**src/design/sss_settings.svh**
```systemverilog
`ifndef SSS_SETTINGS_SVH
`define SSS_SETTINGS_SVH

// length of one SSS sequence and of each m-sequence
`define SSS_LEN          127
// soft sample width coming out of the FFT
`define SSS_SAMPLE_W     12
// n_id_1 candidates, split into three groups of 112 cyclic shifts
`define SSS_N_ID_1_CNT   336
`define SSS_SHIFT_CNT    112

// m-sequence generators, x^7 + x^4 + 1 and x^7 + x + 1
`define SSS_LFSR_N       7
`define SSS_TAPS_0       7'h11
`define SSS_TAPS_1       7'h03
`define SSS_LFSR_START   7'h01

`endif

```
**src/design/sss_pkg.sv**
```systemverilog
`include "sss_settings.svh"

package sss_pkg;

    // soft sample as delivered by the FFT
    typedef logic signed [`SSS_SAMPLE_W-1:0] sample_t;

    // sector identity from the PSS stage
    typedef logic [1:0] n_id_2_t;

    // group identity, 0 to 335
    typedef logic [$clog2(`SSS_N_ID_1_CNT)-1:0] n_id_1_t;

    // cell identity, 3 * n_id_1 + n_id_2 tops out at 1007
    typedef logic [9:0] n_id_t;

    // absolute correlation over one sequence, 0 to 127
    typedef logic [$clog2(`SSS_LEN+1)-1:0] metric_t;

endpackage

```
**src/design/lfsr.sv**
```systemverilog
`timescale 1ns/10ps
`include "sss_settings.svh"

module lfsr #(
    parameter int             N           = `SSS_LFSR_N,
    parameter logic [N-1:0]   TAPS        = `SSS_TAPS_0,
    parameter logic [N-1:0]   START_VALUE = `SSS_LFSR_START
) (
    input  logic clk_i,
    input  logic reset_ni,
    output logic data_o,
    output logic valid_o
);

    // index of the last cycle of the first period
    localparam logic [N-1:0] LAST_CYCLE = N'((1 << N) - 2);

    logic [N-1:0] state_q;
    logic [N-1:0] cycle_q;
    logic         valid_q;

    // state_q[k] holds x(i+k), the oldest bit leaves at position 0
    always_ff @(posedge clk_i) begin
        if (!reset_ni) begin
            state_q <= START_VALUE;
            cycle_q <= '0;
            valid_q <= 1'b1;
        end else begin
            state_q <= {^(state_q & TAPS), state_q[N-1:1]};
            if (valid_q) begin
                cycle_q <= cycle_q + 1'b1;
                if (cycle_q == LAST_CYCLE) begin
                    valid_q <= 1'b0;
                end
            end
        end
    end

    assign data_o  = state_q[0];
    assign valid_o = valid_q;

endmodule

```
**src/design/sss_slicer.sv**
```systemverilog
`timescale 1ns/10ps
`include "sss_settings.svh"

module sss_slicer (
    input  logic             clk_i,
    input  logic             reset_ni,
    input  sss_pkg::sample_t sample_i,
    input  logic             sample_valid_i,
    input  logic             frame_start_i,
    output logic             bit_o,
    output logic             bit_valid_o
);

    localparam logic [6:0] LAST_BIT = 7'(`SSS_LEN - 1);

    logic       armed_q;
    logic [6:0] bit_cnt_q;

    // frame counter, a start strobe always wins over a sample in the same cycle
    always_ff @(posedge clk_i) begin
        if (!reset_ni) begin
            armed_q     <= 1'b0;
            bit_cnt_q   <= '0;
            bit_valid_o <= 1'b0;
        end else begin
            bit_valid_o <= 1'b0;
            if (frame_start_i) begin
                armed_q   <= 1'b1;
                bit_cnt_q <= '0;
            end else if (sample_valid_i && armed_q) begin
                bit_valid_o <= 1'b1;
                bit_cnt_q   <= bit_cnt_q + 7'd1;
                // disarm after the last bit, further samples are dropped
                if (bit_cnt_q == LAST_BIT) begin
                    armed_q <= 1'b0;
                end
            end
        end
    end

    // sign decision, non-negative maps to symbol +1 which is bit 1
    always_ff @(posedge clk_i) begin
        if (sample_valid_i && armed_q && !frame_start_i) begin
            bit_o <= ~sample_i[`SSS_SAMPLE_W-1];
        end
    end

endmodule

```
**src/design/sss_detector.sv**
```systemverilog
`timescale 1ns/10ps
`include "sss_settings.svh"

module sss_detector (
    input  logic             clk_i,
    input  logic             reset_ni,
    input  logic             bit_i,
    input  logic             bit_valid_i,
    input  sss_pkg::n_id_2_t n_id_2_i,
    input  logic             n_id_2_valid_i,
    output sss_pkg::n_id_1_t n_id_1_o,
    output sss_pkg::metric_t metric_o,
    output logic             done_o
);

    localparam logic [6:0]       LAST_POS   = 7'(`SSS_LEN - 1);
    localparam logic [6:0]       EVAL_CNT   = 7'(`SSS_LEN);
    localparam logic [6:0]       LAST_SHIFT = 7'(`SSS_SHIFT_CNT - 1);
    localparam sss_pkg::n_id_1_t LAST_ID    = sss_pkg::n_id_1_t'(`SSS_N_ID_1_CNT - 1);

    // small lookup tables in place of the multiplications
    function automatic logic [6:0] times_5(input sss_pkg::n_id_2_t n);
        case (n)
            2'd1:    times_5 = 7'd5;
            2'd2:    times_5 = 7'd10;
            default: times_5 = 7'd0;
        endcase
    endfunction

    function automatic logic [6:0] times_15(input logic [1:0] g);
        case (g)
            2'd1:    times_15 = 7'd15;
            2'd2:    times_15 = 7'd30;
            default: times_15 = 7'd0;
        endcase
    endfunction

    logic                  lfsr_bit_0;
    logic                  lfsr_bit_1;
    logic                  lfsr_valid_0;
    logic                  lfsr_valid_1;
    logic [`SSS_LEN-1:0]   m_seq_0;
    logic [`SSS_LEN-1:0]   m_seq_1;
    logic [`SSS_LEN-1:0]   frame_q;

    logic                  busy_q;
    logic [6:0]            bit_cnt_q;
    sss_pkg::n_id_2_t      n_id_2_q;
    logic [6:0]            cnt_q;
    logic [6:0]            shift_q;
    logic [1:0]            group_q;
    sss_pkg::n_id_1_t      cand_q;
    logic                  wrap_0_q;
    logic                  wrap_1_q;
    logic signed [7:0]     acc_q;
    sss_pkg::metric_t      best_metric_q;
    sss_pkg::n_id_1_t      best_id_q;

    logic [6:0]            m_0;
    logic [6:0]            pos_0;
    logic [6:0]            pos_1;
    logic                  match;
    logic                  start_search;
    logic                  eval;
    logic                  last_cand;
    sss_pkg::metric_t      abs_acc;
    logic                  take;
    sss_pkg::metric_t      next_metric;
    sss_pkg::n_id_1_t      next_id;

    lfsr #(
        .N           (`SSS_LFSR_N),
        .TAPS        (`SSS_TAPS_0),
        .START_VALUE (`SSS_LFSR_START)
    ) lfsr_0 (
        .clk_i    (clk_i),
        .reset_ni (reset_ni),
        .data_o   (lfsr_bit_0),
        .valid_o  (lfsr_valid_0)
    );

    lfsr #(
        .N           (`SSS_LFSR_N),
        .TAPS        (`SSS_TAPS_1),
        .START_VALUE (`SSS_LFSR_START)
    ) lfsr_1 (
        .clk_i    (clk_i),
        .reset_ni (reset_ni),
        .data_o   (lfsr_bit_1),
        .valid_o  (lfsr_valid_1)
    );

    // m_0 = 15 * (n_id_1 / 112) + 5 * n_id_2, m_1 = n_id_1 % 112
    assign m_0 = times_15(group_q) + times_5(n_id_2_q);

    // 7-bit overflow plus the wrap flag gives the index modulo 127
    assign pos_0 = m_0 + cnt_q + {6'd0, wrap_0_q};
    assign pos_1 = shift_q + cnt_q + {6'd0, wrap_1_q};

    assign match = frame_q[cnt_q] == ~(m_seq_0[pos_0] ^ m_seq_1[pos_1]);

    assign start_search = !busy_q && bit_valid_i && (bit_cnt_q == LAST_POS);
    assign eval         = busy_q && (cnt_q == EVAL_CNT);
    assign last_cand    = cand_q == LAST_ID;

    assign abs_acc     = acc_q[7] ? 7'(-acc_q) : acc_q[6:0];
    // strictly greater, so the lowest n_id_1 keeps a tie
    assign take        = abs_acc > best_metric_q;
    assign next_metric = take ? abs_acc : best_metric_q;
    assign next_id     = take ? cand_q : best_id_q;

    // both generators run in step for one period right after reset
    always_ff @(posedge clk_i) begin
        if (lfsr_valid_0 && lfsr_valid_1) begin
            m_seq_0 <= {lfsr_bit_0, m_seq_0[`SSS_LEN-1:1]};
            m_seq_1 <= {lfsr_bit_1, m_seq_1[`SSS_LEN-1:1]};
        end
    end

    always_ff @(posedge clk_i) begin
        if (!busy_q && bit_valid_i) begin
            frame_q[bit_cnt_q] <= bit_i;
        end
    end

    // candidate sequencing, 127 compare cycles and one evaluate cycle each
    always_ff @(posedge clk_i) begin
        if (!reset_ni) begin
            busy_q    <= 1'b0;
            bit_cnt_q <= '0;
            n_id_2_q  <= '0;
            cnt_q     <= '0;
            shift_q   <= '0;
            group_q   <= '0;
            cand_q    <= '0;
            done_o    <= 1'b0;
        end else begin
            done_o <= 1'b0;
            if (!busy_q) begin
                if (n_id_2_valid_i) begin
                    n_id_2_q <= n_id_2_i;
                end
                if (bit_valid_i) begin
                    if (bit_cnt_q == LAST_POS) begin
                        bit_cnt_q <= '0;
                        busy_q    <= 1'b1;
                    end else begin
                        bit_cnt_q <= bit_cnt_q + 7'd1;
                    end
                end
            end else if (eval) begin
                cnt_q <= '0;
                if (last_cand) begin
                    busy_q  <= 1'b0;
                    done_o  <= 1'b1;
                    cand_q  <= '0;
                    shift_q <= '0;
                    group_q <= '0;
                end else begin
                    cand_q <= cand_q + 1'b1;
                    if (shift_q == LAST_SHIFT) begin
                        shift_q <= '0;
                        group_q <= group_q + 2'd1;
                    end else begin
                        shift_q <= shift_q + 7'd1;
                    end
                end
            end else begin
                cnt_q <= cnt_q + 7'd1;
            end
        end
    end

    // correlation and running maximum
    always_ff @(posedge clk_i) begin
        if (start_search) begin
            acc_q         <= '0;
            wrap_0_q      <= 1'b0;
            wrap_1_q      <= 1'b0;
            best_metric_q <= '0;
            best_id_q     <= '0;
        end else if (eval) begin
            acc_q         <= '0;
            wrap_0_q      <= 1'b0;
            wrap_1_q      <= 1'b0;
            best_metric_q <= next_metric;
            best_id_q     <= next_id;
            if (last_cand) begin
                n_id_1_o <= next_id;
                metric_o <= next_metric;
            end
        end else if (busy_q) begin
            acc_q <= match ? acc_q + 8'sd1 : acc_q - 8'sd1;
            if (pos_0 == LAST_POS) begin
                wrap_0_q <= 1'b1;
            end
            if (pos_1 == LAST_POS) begin
                wrap_1_q <= 1'b1;
            end
        end
    end

endmodule

```
**src/design/cell_id_report.sv**
```systemverilog
`timescale 1ns/10ps

module cell_id_report (
    input  logic             clk_i,
    input  logic             reset_ni,
    input  sss_pkg::n_id_2_t n_id_2_i,
    input  logic             n_id_2_valid_i,
    input  sss_pkg::n_id_1_t n_id_1_i,
    input  sss_pkg::metric_t metric_i,
    input  logic             done_i,
    output sss_pkg::n_id_t   n_id_o,
    output sss_pkg::n_id_1_t n_id_1_o,
    output sss_pkg::metric_t metric_o,
    output logic             id_valid_o
);

    sss_pkg::n_id_2_t n_id_2_q;
    sss_pkg::n_id_t   n_id_next;

    // 3 * n_id_1 + n_id_2 as a shift and two adds
    assign n_id_next = {n_id_1_i, 1'b0} + {1'b0, n_id_1_i} + {8'd0, n_id_2_q};

    // a new sector strobe starts a new search, so the old result goes stale
    always_ff @(posedge clk_i) begin
        if (!reset_ni) begin
            n_id_2_q   <= '0;
            id_valid_o <= 1'b0;
        end else begin
            if (n_id_2_valid_i) begin
                n_id_2_q <= n_id_2_i;
            end
            if (done_i) begin
                id_valid_o <= 1'b1;
            end else if (n_id_2_valid_i) begin
                id_valid_o <= 1'b0;
            end
        end
    end

    always_ff @(posedge clk_i) begin
        if (done_i) begin
            n_id_o   <= n_id_next;
            n_id_1_o <= n_id_1_i;
            metric_o <= metric_i;
        end
    end

endmodule

```
**src/design/sss_top.sv**
```systemverilog
`timescale 1ns/10ps
`include "sss_settings.svh"

module sss_top (
    input  logic             clk_i,
    input  logic             reset_ni,
    input  sss_pkg::sample_t sample_i,
    input  logic             sample_valid_i,
    input  logic             frame_start_i,
    input  sss_pkg::n_id_2_t n_id_2_i,
    input  logic             n_id_2_valid_i,
    output sss_pkg::n_id_t   n_id_o,
    output sss_pkg::n_id_1_t n_id_1_o,
    output sss_pkg::metric_t metric_o,
    output logic             id_valid_o
);

    logic             bit_w;
    logic             bit_valid_w;
    sss_pkg::n_id_1_t det_n_id_1_w;
    sss_pkg::metric_t det_metric_w;
    logic             det_done_w;

    sss_slicer u_slicer (
        .clk_i          (clk_i),
        .reset_ni       (reset_ni),
        .sample_i       (sample_i),
        .sample_valid_i (sample_valid_i),
        .frame_start_i  (frame_start_i),
        .bit_o          (bit_w),
        .bit_valid_o    (bit_valid_w)
    );

    // n_id_2 goes to both, the detector needs it for the m_0 offset
    sss_detector u_detector (
        .clk_i          (clk_i),
        .reset_ni       (reset_ni),
        .bit_i          (bit_w),
        .bit_valid_i    (bit_valid_w),
        .n_id_2_i       (n_id_2_i),
        .n_id_2_valid_i (n_id_2_valid_i),
        .n_id_1_o       (det_n_id_1_w),
        .metric_o       (det_metric_w),
        .done_o         (det_done_w)
    );

    cell_id_report u_report (
        .clk_i          (clk_i),
        .reset_ni       (reset_ni),
        .n_id_2_i       (n_id_2_i),
        .n_id_2_valid_i (n_id_2_valid_i),
        .n_id_1_i       (det_n_id_1_w),
        .metric_i       (det_metric_w),
        .done_i         (det_done_w),
        .n_id_o         (n_id_o),
        .n_id_1_o       (n_id_1_o),
        .metric_o       (metric_o),
        .id_valid_o     (id_valid_o)
    );

endmodule

```
**config.mk**
```make
export PLATFORM = sky130hd
export DESIGN_NAME = sss_top
export DESIGN_NICKNAME = d
export VERILOG_FILES = /design/src/design/sss_pkg.sv /design/src/design/lfsr.sv /design/src/design/sss_slicer.sv /design/src/design/sss_detector.sv /design/src/design/cell_id_report.sv /design/src/design/sss_top.sv
export VERILOG_INCLUDE_DIRS = /design/src /design/src/design
export SDC_FILE = /design/constraint.sdc
export NUM_CORES = 1
export LEC_CHECK = 0
export ABC_AREA = 1
export CORE_ASPECT_RATIO = 1.5
export CORE_MARGIN = 2
export CORE_UTILIZATION = 35
export DETAILED_ROUTE_END_ITERATION = 7
export DONT_BUFFER_PORTS = 1
export GPL_TIMING_DRIVEN = 1
export HOLD_SLACK_MARGIN = 0.15
export PLACE_DENSITY_LB_ADDON = 0.25
export SLEW_MARGIN = 20
export SYNTH_ARGS = -nofsm -noshare
export SYNTH_HDL_FRONTEND = slang
export SYNTH_SLANG_ARGS = --single-unit
```
**constraint.sdc**
```tcl
create_clock -name clk_i -period 6.6 [get_ports clk_i]
set_input_delay 0.66 -clock clk_i [delete_from_list [all_inputs] [get_ports clk_i]]
set_output_delay 0.66 -clock clk_i [all_outputs]
set_load 0.02 [all_outputs]
```
* Word-level counts from Yosys, hierarchy flattened *
Cells that the tools add are included.

storage, ports and cells
  register bits = 528
  latch bits = 0
  RAM bits = 0
  memory bits (read-only) = 0
  output and inout bits = 27
  word-level logic and storage cells = 141
  memories kept = 0

cells by class
  add/subtract/negate cells = 18
  multiply operators = 0
  div/mod/pow operators = 0
  magnitude comparators = 6
  equality and inequality tests = 14
  shift-type cells = 0
  muxes and demuxes = 38
  bitwise logic cells = 6
  reductions and logical operators = 26

operators with widths
  kind                                                                          count
  127-bit bitwise mux                                                           1
  7-bit equality test, second input constant                                    8
  7-bit by 1-bit adder with 7-bit output, second input constant                 6
  7-bit two-way mux                                                             6
  7-bit by 8-bit less-than comparator with 1-bit output, second input constant  4
  1-bit binary-select mux with 7-bit select                                     3
  1-bit two-way mux                                                             20
  9-bit two-way mux                                                             2
  7-bit by 1-bit adder with 7-bit output                                        2
  7-bit adder                                                                   2
  7-bit parity                                                                  2
  2-bit AND reduction                                                           6
  10-bit by 2-bit adder with 10-bit output                                      1
  10-bit by 9-bit adder with 10-bit output                                      1
  5-bit case mux with 2 select lines                                            1
  9-bit by 1-bit adder with 9-bit output, second input constant                 1
  9-bit equality test, second input constant                                    1
  3-bit AND reduction                                                           3
  8-bit by 2-bit adder with 8-bit output, second input constant                 1
  8-bit two-way mux                                                             1
  4-bit case mux with 2 select lines                                            1
  2-bit nonzero test                                                            4
  8-bit by 2-bit subtractor with 8-bit output, second input constant            1
  1-bit demux with 7-bit select                                                 1
  other kinds (14)                                                              29

* Depth between registers and ports, before layout *
Gate-level depths: netlist of the first run.

  word-level depth = 11
  depth in mapped cells = 41
  depth with buffers taken out = 41

* Hierarchy *
A second synthesis of the first run with hierarchy kept.

second synthesis, totals
  cell total of the unflattened synthesis = 2,437
  area total of the unflattened synthesis = 23,650.2 sq um

modules (own cells, without submodules)
  module          times used  cells an instance  area each (sq um)  seq. area each (sq um)
  sss_detector    1           2,113              20,657.3           13,162.6
  cell_id_report  1           124                1,431.4            840.8
  lfsr            2           71                 555.5              300.3
  sss_slicer      1           58                 450.4              210.2

* Worst setup path after synthesis of the first run *
OpenSTA, ideal clock, no wires.

  kind = reg-to-reg
  start point = register u_detector.lfsr_1.valid_q, in the netlist u_detector.lfsr_1.valid_o
  end point = register u_detector.m_seq_0[0] (enable)
  setup time = 0.606 ns
  data arrival time = 5.354 ns
  data required time = 5.994 ns
  path slack = 0.640 ns
  stages on the path, launching flop included = 3
  path buffers = 0
  cells stage by stage = dfxtp_1 > nand2_1 > inv_1

on the way
  longest elaborated chain between the ends = 1

ends and longest elaborated chain
  what                    RTL line             RTL
  from (decl)             lfsr.sv:20           logic valid_q;
  from (signal assigned)  lfsr.sv:27           valid_q <= 1'b1;
  from (signal assigned)  lfsr.sv:33           valid_q <= 1'b0;
  1-bit logical AND       sss_detector.sv:114  if (lfsr_valid_0 && lfsr_valid_1) begin
  to (signal assigned)    sss_detector.sv:115  m_seq_0 <= {lfsr_bit_0, m_seq_0[`SSS_LEN-1:1]};
  to (decl)               sss_detector.sv:42   logic [`SSS_LEN-1:0] m_seq_0;

No other way between the ends.
A chain may end at the register's enable or synchronous reset.

* Worst setup path after layout of the first run *
  start point = register u_detector.group_q[0]
  end point = register u_detector.acc_q[7]

on the way
  longest elaborated chain between the ends = 11
  elaborated cells between the ends (all ways) = 12
  classes of those cells = 3 x add/sub; 3 x eq/ne; 4 x mux; 2 x bitwise

ends and longest elaborated chain
  what                                                                                   RTL line             RTL
  from (decl)                                                                            sss_detector.sv:51   logic [1:0] group_q;
  from (signal assigned)                                                                 sss_detector.sv:163  group_q <= group_q + 2'd1;
  2-bit equality test or 2-bit by 1-bit equality test with 1-bit output (tied branches)  sss_detector.sv:31   case (g)
  5-bit case mux with 2 select lines (*)                                                 sss_detector.sv:31
  5-bit by 4-bit adder with 6-bit output (*)                                             sss_detector.sv:94   assign m_0 = times_15(group_q) + times_5(n_id_2_q);
  7-bit adder (*)                                                                        sss_detector.sv:97   assign pos_0 = m_0 + cnt_q + {6'd0, wrap_0_q};
  7-bit by 1-bit adder with 7-bit output (*)                                             sss_detector.sv:97
  1-bit binary-select mux with 7-bit select (*)                                          sss_detector.sv:100  assign match = frame_q[cnt_q] == ~(m_seq_0[pos_0] ^ m_seq_1[pos_1]);
  1-bit two-way mux (implied by the code) (*)                                            sss_detector.sv:100
  1-bit bitwise XOR (*)                                                                  sss_detector.sv:100
  1-bit NOT (*)                                                                          sss_detector.sv:100
  1-bit equality test (*)                                                                sss_detector.sv:100
  8-bit two-way mux (*)                                                                  sss_detector.sv:193  acc_q <= match ? acc_q + 8'sd1 : acc_q - 8'sd1;
  to (signal assigned)                                                                   sss_detector.sv:193
  to (decl)                                                                              sss_detector.sv:55   logic signed [7:0] acc_q;

Every way passes the cells marked *; elsewhere a longest branch is shown, timed or not. The select of a mux whose other input is x is not followed.

==> reports/metrics.yaml, run 1 <==
synthTopCellsByArea: "edfxtp_1 54%, nand2_1 11%, dfxtp_1 8.9%"
worstPathArrival_ps: 6250
skew_ps: 37.6
yosysWarnings: 0
grt_first_pass_wirelength_um: 83800
relSlewSlack: 0.298
cts_buffers: 52
antenna_cells: 0
maxCapViolCount: 0
status: "complete, no violations"
grt-ovfl-total: 0
final_nets: 2425
h-tree-depth: 2
ctsResizeCount: 0
slew_viol_final: 0
cts.path.max_buffers: 3
num_io_pins: 46
route.detailed.drc: 0
totalWireLength_um: 52600
dp_hpwl_um: 31900
yosys_register_bits: 528
core-area_um2: 66500
finalPower_uw: 7280
crit_type: "reg -> reg"
start_kind: "flip-flop"
first_pass_iters: 5
syn_area_um2: 23400
root_buffer: "clkbuf_16"
detail-route-antenna-nets: 0
synthCells: 2354
synth-simple-area-share: 0.220
portBuffers: 0
avgViaCountPerCell: 4.89
max_freq_mhz: 175
hold_violations: 0
whs_ps: 207
cp_common_cell: "nand2_1"
yosysTopAreaCell: "edfxtp_1"
p_leak_uw: 0.0103
setup_viol: 0
wl_per_cell_um: 16.1
synth_cell_types: 37
via_count: 16000
grt_usage: 0.151
drive_gt1_frac: 0.0545
place_congestion: 0.793
die_w_um: 215
synth-xor-area-share: 0.0132
die_area_um2: 68900
grt_max_degree: 170
synthAdderAreaFrac: 0.0374
clk_latency_ps: 620
syn_nets: 2438
synth_mux_area_frac: 0
initial_core_util: 0.352
cts_tree: "built"
avgSynthCellArea_um2: 9.93
synth_top_family_by_area: "simple AND/OR/NAND/NOR gates"
period_share: 0.864
synth.yosys.seq_area_share: 0.634
area_growth_syn_to_layout_pct: 11.5
critPathMaxFanout: 8
synth_compound_area_frac: 0.0413
final_common_cell: "nand2_1"
final_cell_mix: "662 x nand2_1, 424 x edfxtp_1, 289 x nand3_1"
finalCriticalPeriod_ps: 5700
row_count: 116
required_ps: 7150
p_per_area_nw_per_um2: 279
endpoint_kind: "flip-flop"
tns_ps: 0
drtIter0Drc: 1091
cp_slowest_cell: "ha_1"
synth.top_cell.area_share: 0.545
fp.dieH_um: 321
clk_pin_slew_ps: 60
grt_pass1_vias: 15700
hold_class: "in -> reg"
ir_drop_v: 0.000243
worst-slew-pin-transition_ps: 1050
num-fill-cells: 6668
cts.sinks: 528
cts_setup_buffers: 0
cp_slowest_stage_delay_ps: 370
antenna_found_initial: 0
grt_setup_unrepaired: "false"
==> critical path, delay by kind of cell (launching register included) <==
family,cells,cell delay (ps)
simple gates,20,2030
flops,1,350
buf+inv,9,750
xor+xnor,1,150
compound gates,5,940
fa+ha+maj,4,1420
==> area by class of cell <==
type | instances | area [µm²] | area share
tap | 885 | 1110 | 0.0425
clock buffer | 65 | 1410 | 0.0542
sequential | 528 | 14800 | 0.569
multi-input combinational | 1519 | 7320 | 0.281
inverter | 216 | 818 | 0.0314
timing repair buffer | 24 | 200 | 0.00768
clock inverter | 32 | 379 | 0.0146
==> Yosys cell counts, drive strengths merged <==
library cell	count
nand4	14
clkinv	3
or2	5
ha	57
nand3	290
o32ai	1
nor3b	5
o211ai	4
nand3b	3
fa	8
o31ai	2
clkbuf	34
dfxtp	104
nor4	3
a21oi	72
buf	57
edfxtp	424
xnor2	10
nor2	227
xor2	23
inv	213
nor3	27
nand2	666
o21a	2
a211oi	3
a31oi	4
o22ai	19
o21ai	74
==> routing by layer <==
layer	vias to the layer above	global-route usage	share of wire
li1	7870	-	-
met1	7699	0.177	0.41
met2	316	0.273	0.51
met3	101	0.0266	0.042
met4	0	0.0619	0.034
met5	-	0	0
==> power by group <==
group	switching (µW)	internal (µW)	total, µW	leakage [µW]
clock	1320	1800	3120	0.000867
combinational	298	170	468	0.00419
sequential	60.9	3630	3690	0.00528
==> path summary, 6_finish.rpt <==
path	startpoint	to	slack (ps)	depth (start not counted)
max	u_detector.group_q[0]	u_detector.acc_q[7]	900	39
min	reset_ni	u_detector.lfsr_1.state_q[2]	210	2
max reg2reg	u_detector.group_q[0]	u_detector.acc_q[7]	900	39
min reg2reg	u_detector.lfsr_0.state_q[5]	u_detector.lfsr_0.state_q[4]	410	2
==> through the flow <==
step	instance area [µm²]	util	std cells	setup slack [ps]
global route	26100	0.392	3269	286
floorplan	23400	-	2354	640
finish	26100	0.392	3269	899
CTS	26000	0.392	3269	888
detailed placement	24200	0.364	3169	929
global placement	24200	0.364	3169	889
==> repair_timing <==
item,4_1_cts,5_1_grt
endpoints found under the hold margin,14,0
hold buffers,3,0
endpoints found under the setup margin,0,0
==> cell families after synthesis <==
family,after synthesis
AOI/OAI and AO/OA,181
and+or+nand+nor,1240
DFF,528
buffers and inverters,307
xor gates and xnor gates,33
adders and majority gates,65
==> state kept, by name, summed over array words and instances (netlist names), 8 cells and up <==
| register | flops |
|---|---|
| u_detector.frame_q | 127 |
| u_detector.m_seq_0 | 127 |
| u_detector.m_seq_1 | 127 |
| u_report.n_id_1_o | 9 |
| u_detector.cand_q | 9 |
| u_detector.best_id_q | 9 |
| u_detector.acc_q | 8 |
| u_report.n_id_o | 10 |
| u_detector.n_id_1_o | 9 |
Note: power is estimated with default switching activity, not from simulation.
==> run 2, diff against run 1 <==
--- a/config.mk
+++ b/config.mk
@@ -7,11 +7,11 @@
 export NUM_CORES = 1
 export LEC_CHECK = 0
 export ABC_AREA = 1
+export BUFFER_PORTS_ARGS = -buffer_cell sky130_fd_sc_hd__buf_2
 export CORE_ASPECT_RATIO = 1.5
 export CORE_MARGIN = 2
 export CORE_UTILIZATION = 35
 export DETAILED_ROUTE_END_ITERATION = 7
-export DONT_BUFFER_PORTS = 1
 export GPL_TIMING_DRIVEN = 1
 export HOLD_SLACK_MARGIN = 0.15
 export PLACE_DENSITY_LB_ADDON = 0.25
==> reports/metrics.yaml, run 2 (synthesis results as in run 1) <==
hold_class: "in -> reg"
ff2ff_setup_slack_ps: 1020
p_per_area_nw_per_um2: 271
grt_setup_unrepaired: "false"
finalCriticalPeriod_ps: 5580
portBuffers: 34
status: "complete, no violations"
p_switching_uw: 1630
ctsResizeCount: 0
cts.path.max_buffers: 3
grt_usage: 0.150
fp.dieH_um: 321
cp_common_cell: "inv_1"
min_from: "frame_start_i"
relSlewSlack: 0.255
critPathMaxFanout: 10
first_pass_iters: 8
placed_cell_area_um2: 24400
clk_pin_slew_ps: 60
slew_viol_final: 0
num_io_pins: 46
min_to: "u_slicer.armed_q"
cts_tree: "built"
dp_hpwl_um: 31400
cts_hold_buf: 0
antenna_found_initial: 1
die_area_um2: 68900
cp_slowest_cell: "ha_1"
grt-ovfl-total: 0
cts_buffers: 53
p_sw_frac: 0.230
root_buffer: "clkbuf_16"
maxCapViolCount: 0
hold_depth: 3
final_common_cell: "nand2_1"
endpoint_kind: "flip-flop"
avgViaCountPerCell: 4.85
drive_gt1_frac: 0.0646
skew_ps: 29.9
initial_core_util: 0.352
worst-slew-pin-transition_ps: 1120
area_growth_syn_to_layout_pct: 11.6
hold_violations: 0
finalPower_uw: 7070
p_leak_uw: 0.0104
cts_setup_buffers: 0
core-area_um2: 66500
die_w_um: 215
fin_ws_ps: 1020
row_count: 116
p_clk_frac: 0.413
grt_max_degree: 193
worstPathArrival_ps: 6090
setup_viol: 0
h-tree-depth: 2
drtIter0Drc: 1082
whs_ps: 296
intPower_uw: 5450
wl_per_cell_um: 15.7
tns_ps: 0
p_comb_frac: 0.065
top_regs: "u_detector.frame_q: 127 flops, u_detector.m_seq_0: 127 flops, u_detector.m_seq_1: 127 flops"
ir_drop_v: 0.000213
start_kind: "flip-flop"
detail-route-antenna-nets: 0
totalWireLength_um: 51900
period_share: 0.845
cp_slowest_stage_delay_ps: 370
r2r_start: "u_detector.group_q[0]"
via_count: 16000
route.detailed.drc: 0
r2r_cells: 39
power_frac_seq: 0.522
max_freq_mhz: 179
grt_first_pass_wirelength_um: 83700
clk_latency_ps: 620
r2r_end: "u_detector.acc_q[7]"
grt_pass1_vias: 16000
place_congestion: 0.793
final_nets: 2459
final_cell_mix: "662 x nand2_1, 424 x edfxtp_1, 289 x nand3_1"
antenna_cells: 0
fin_area_um2: 26100
crit_type: "reg -> reg"
required_ps: 7110
pre_cts_ws_ps: 976
cts.sinks: 528
## run 2: worst max path at each step
stage | startpoint | to | slack [ps] | cells past startpoint
final | u_detector.group_q[0] | u_detector.acc_q[7] | 1020 | 39
after global routing | u_detector.group_q[0] | u_detector.acc_q[7] | 400 | 40
after CTS | u_detector.group_q[0] | u_detector.acc_q[7] | 970 | 39
after detailed placement | u_detector.group_q[0] | u_detector.acc_q[7] | 980 | 39
after global placement | u_detector.group_q[0] | u_detector.acc_q[7] | 920 | 37
after floorplan | u_detector.lfsr_1.valid_o | u_detector.m_seq_0[0] | 640 | 2
## run 2: cell type report
type | count | area, µm²
fill | 6665 | 40400
inverter | 216 | 818
multi-input combinational | 1519 | 7320
sequential | 528 | 14800
clock buffer | 75 | 1490
timing repair buffer | 57 | 359
clock inverter | 18 | 165
tap | 885 | 1110
## run 2: per-stage QoR
| step | utilization | std cells |
|---|---|---|
| 2_1_floorplan | - | 2354 |
| 3_3_place_gp | 0.367 | 3205 |
| 3_5_place_dp | 0.367 | 3205 |
| 4_1_cts | 0.392 | 3298 |
| 5_1_grt | 0.392 | 3298 |
| 6_report | 0.392 | 3298 |
## run 2: metal layers
metal  global-route usage  part of all wire  vias to the layer above
met5                    0           0.00025                        -
met4               0.0524             0.029                        2
met3               0.0225             0.034                       91
met2                0.277              0.52                      264
met1                0.177              0.42                     7706
li1                     -                 -                     7937
## run 2: critical path: cells and delay by family, from the launching register on
kind                       cells  cell delay [ps]
adders and majority gates      4             1400
DFF                            1              360
and+or+nand+nor               21             2020
AOI/OAI and AO/OA              4              710
buffers and inverters          9              820
xor gates and xnor gates       1              150
## run 2: power by group through the flow
stage	Sequential (µW)	Combinational (µW)	Clock (µW)
final	3690	463	2920
after global routing	3700	535	3130
after CTS	3690	468	3030
after detailed placement	3760	463	0
after global placement	3760	459	0
after floorplan	3740	366	0
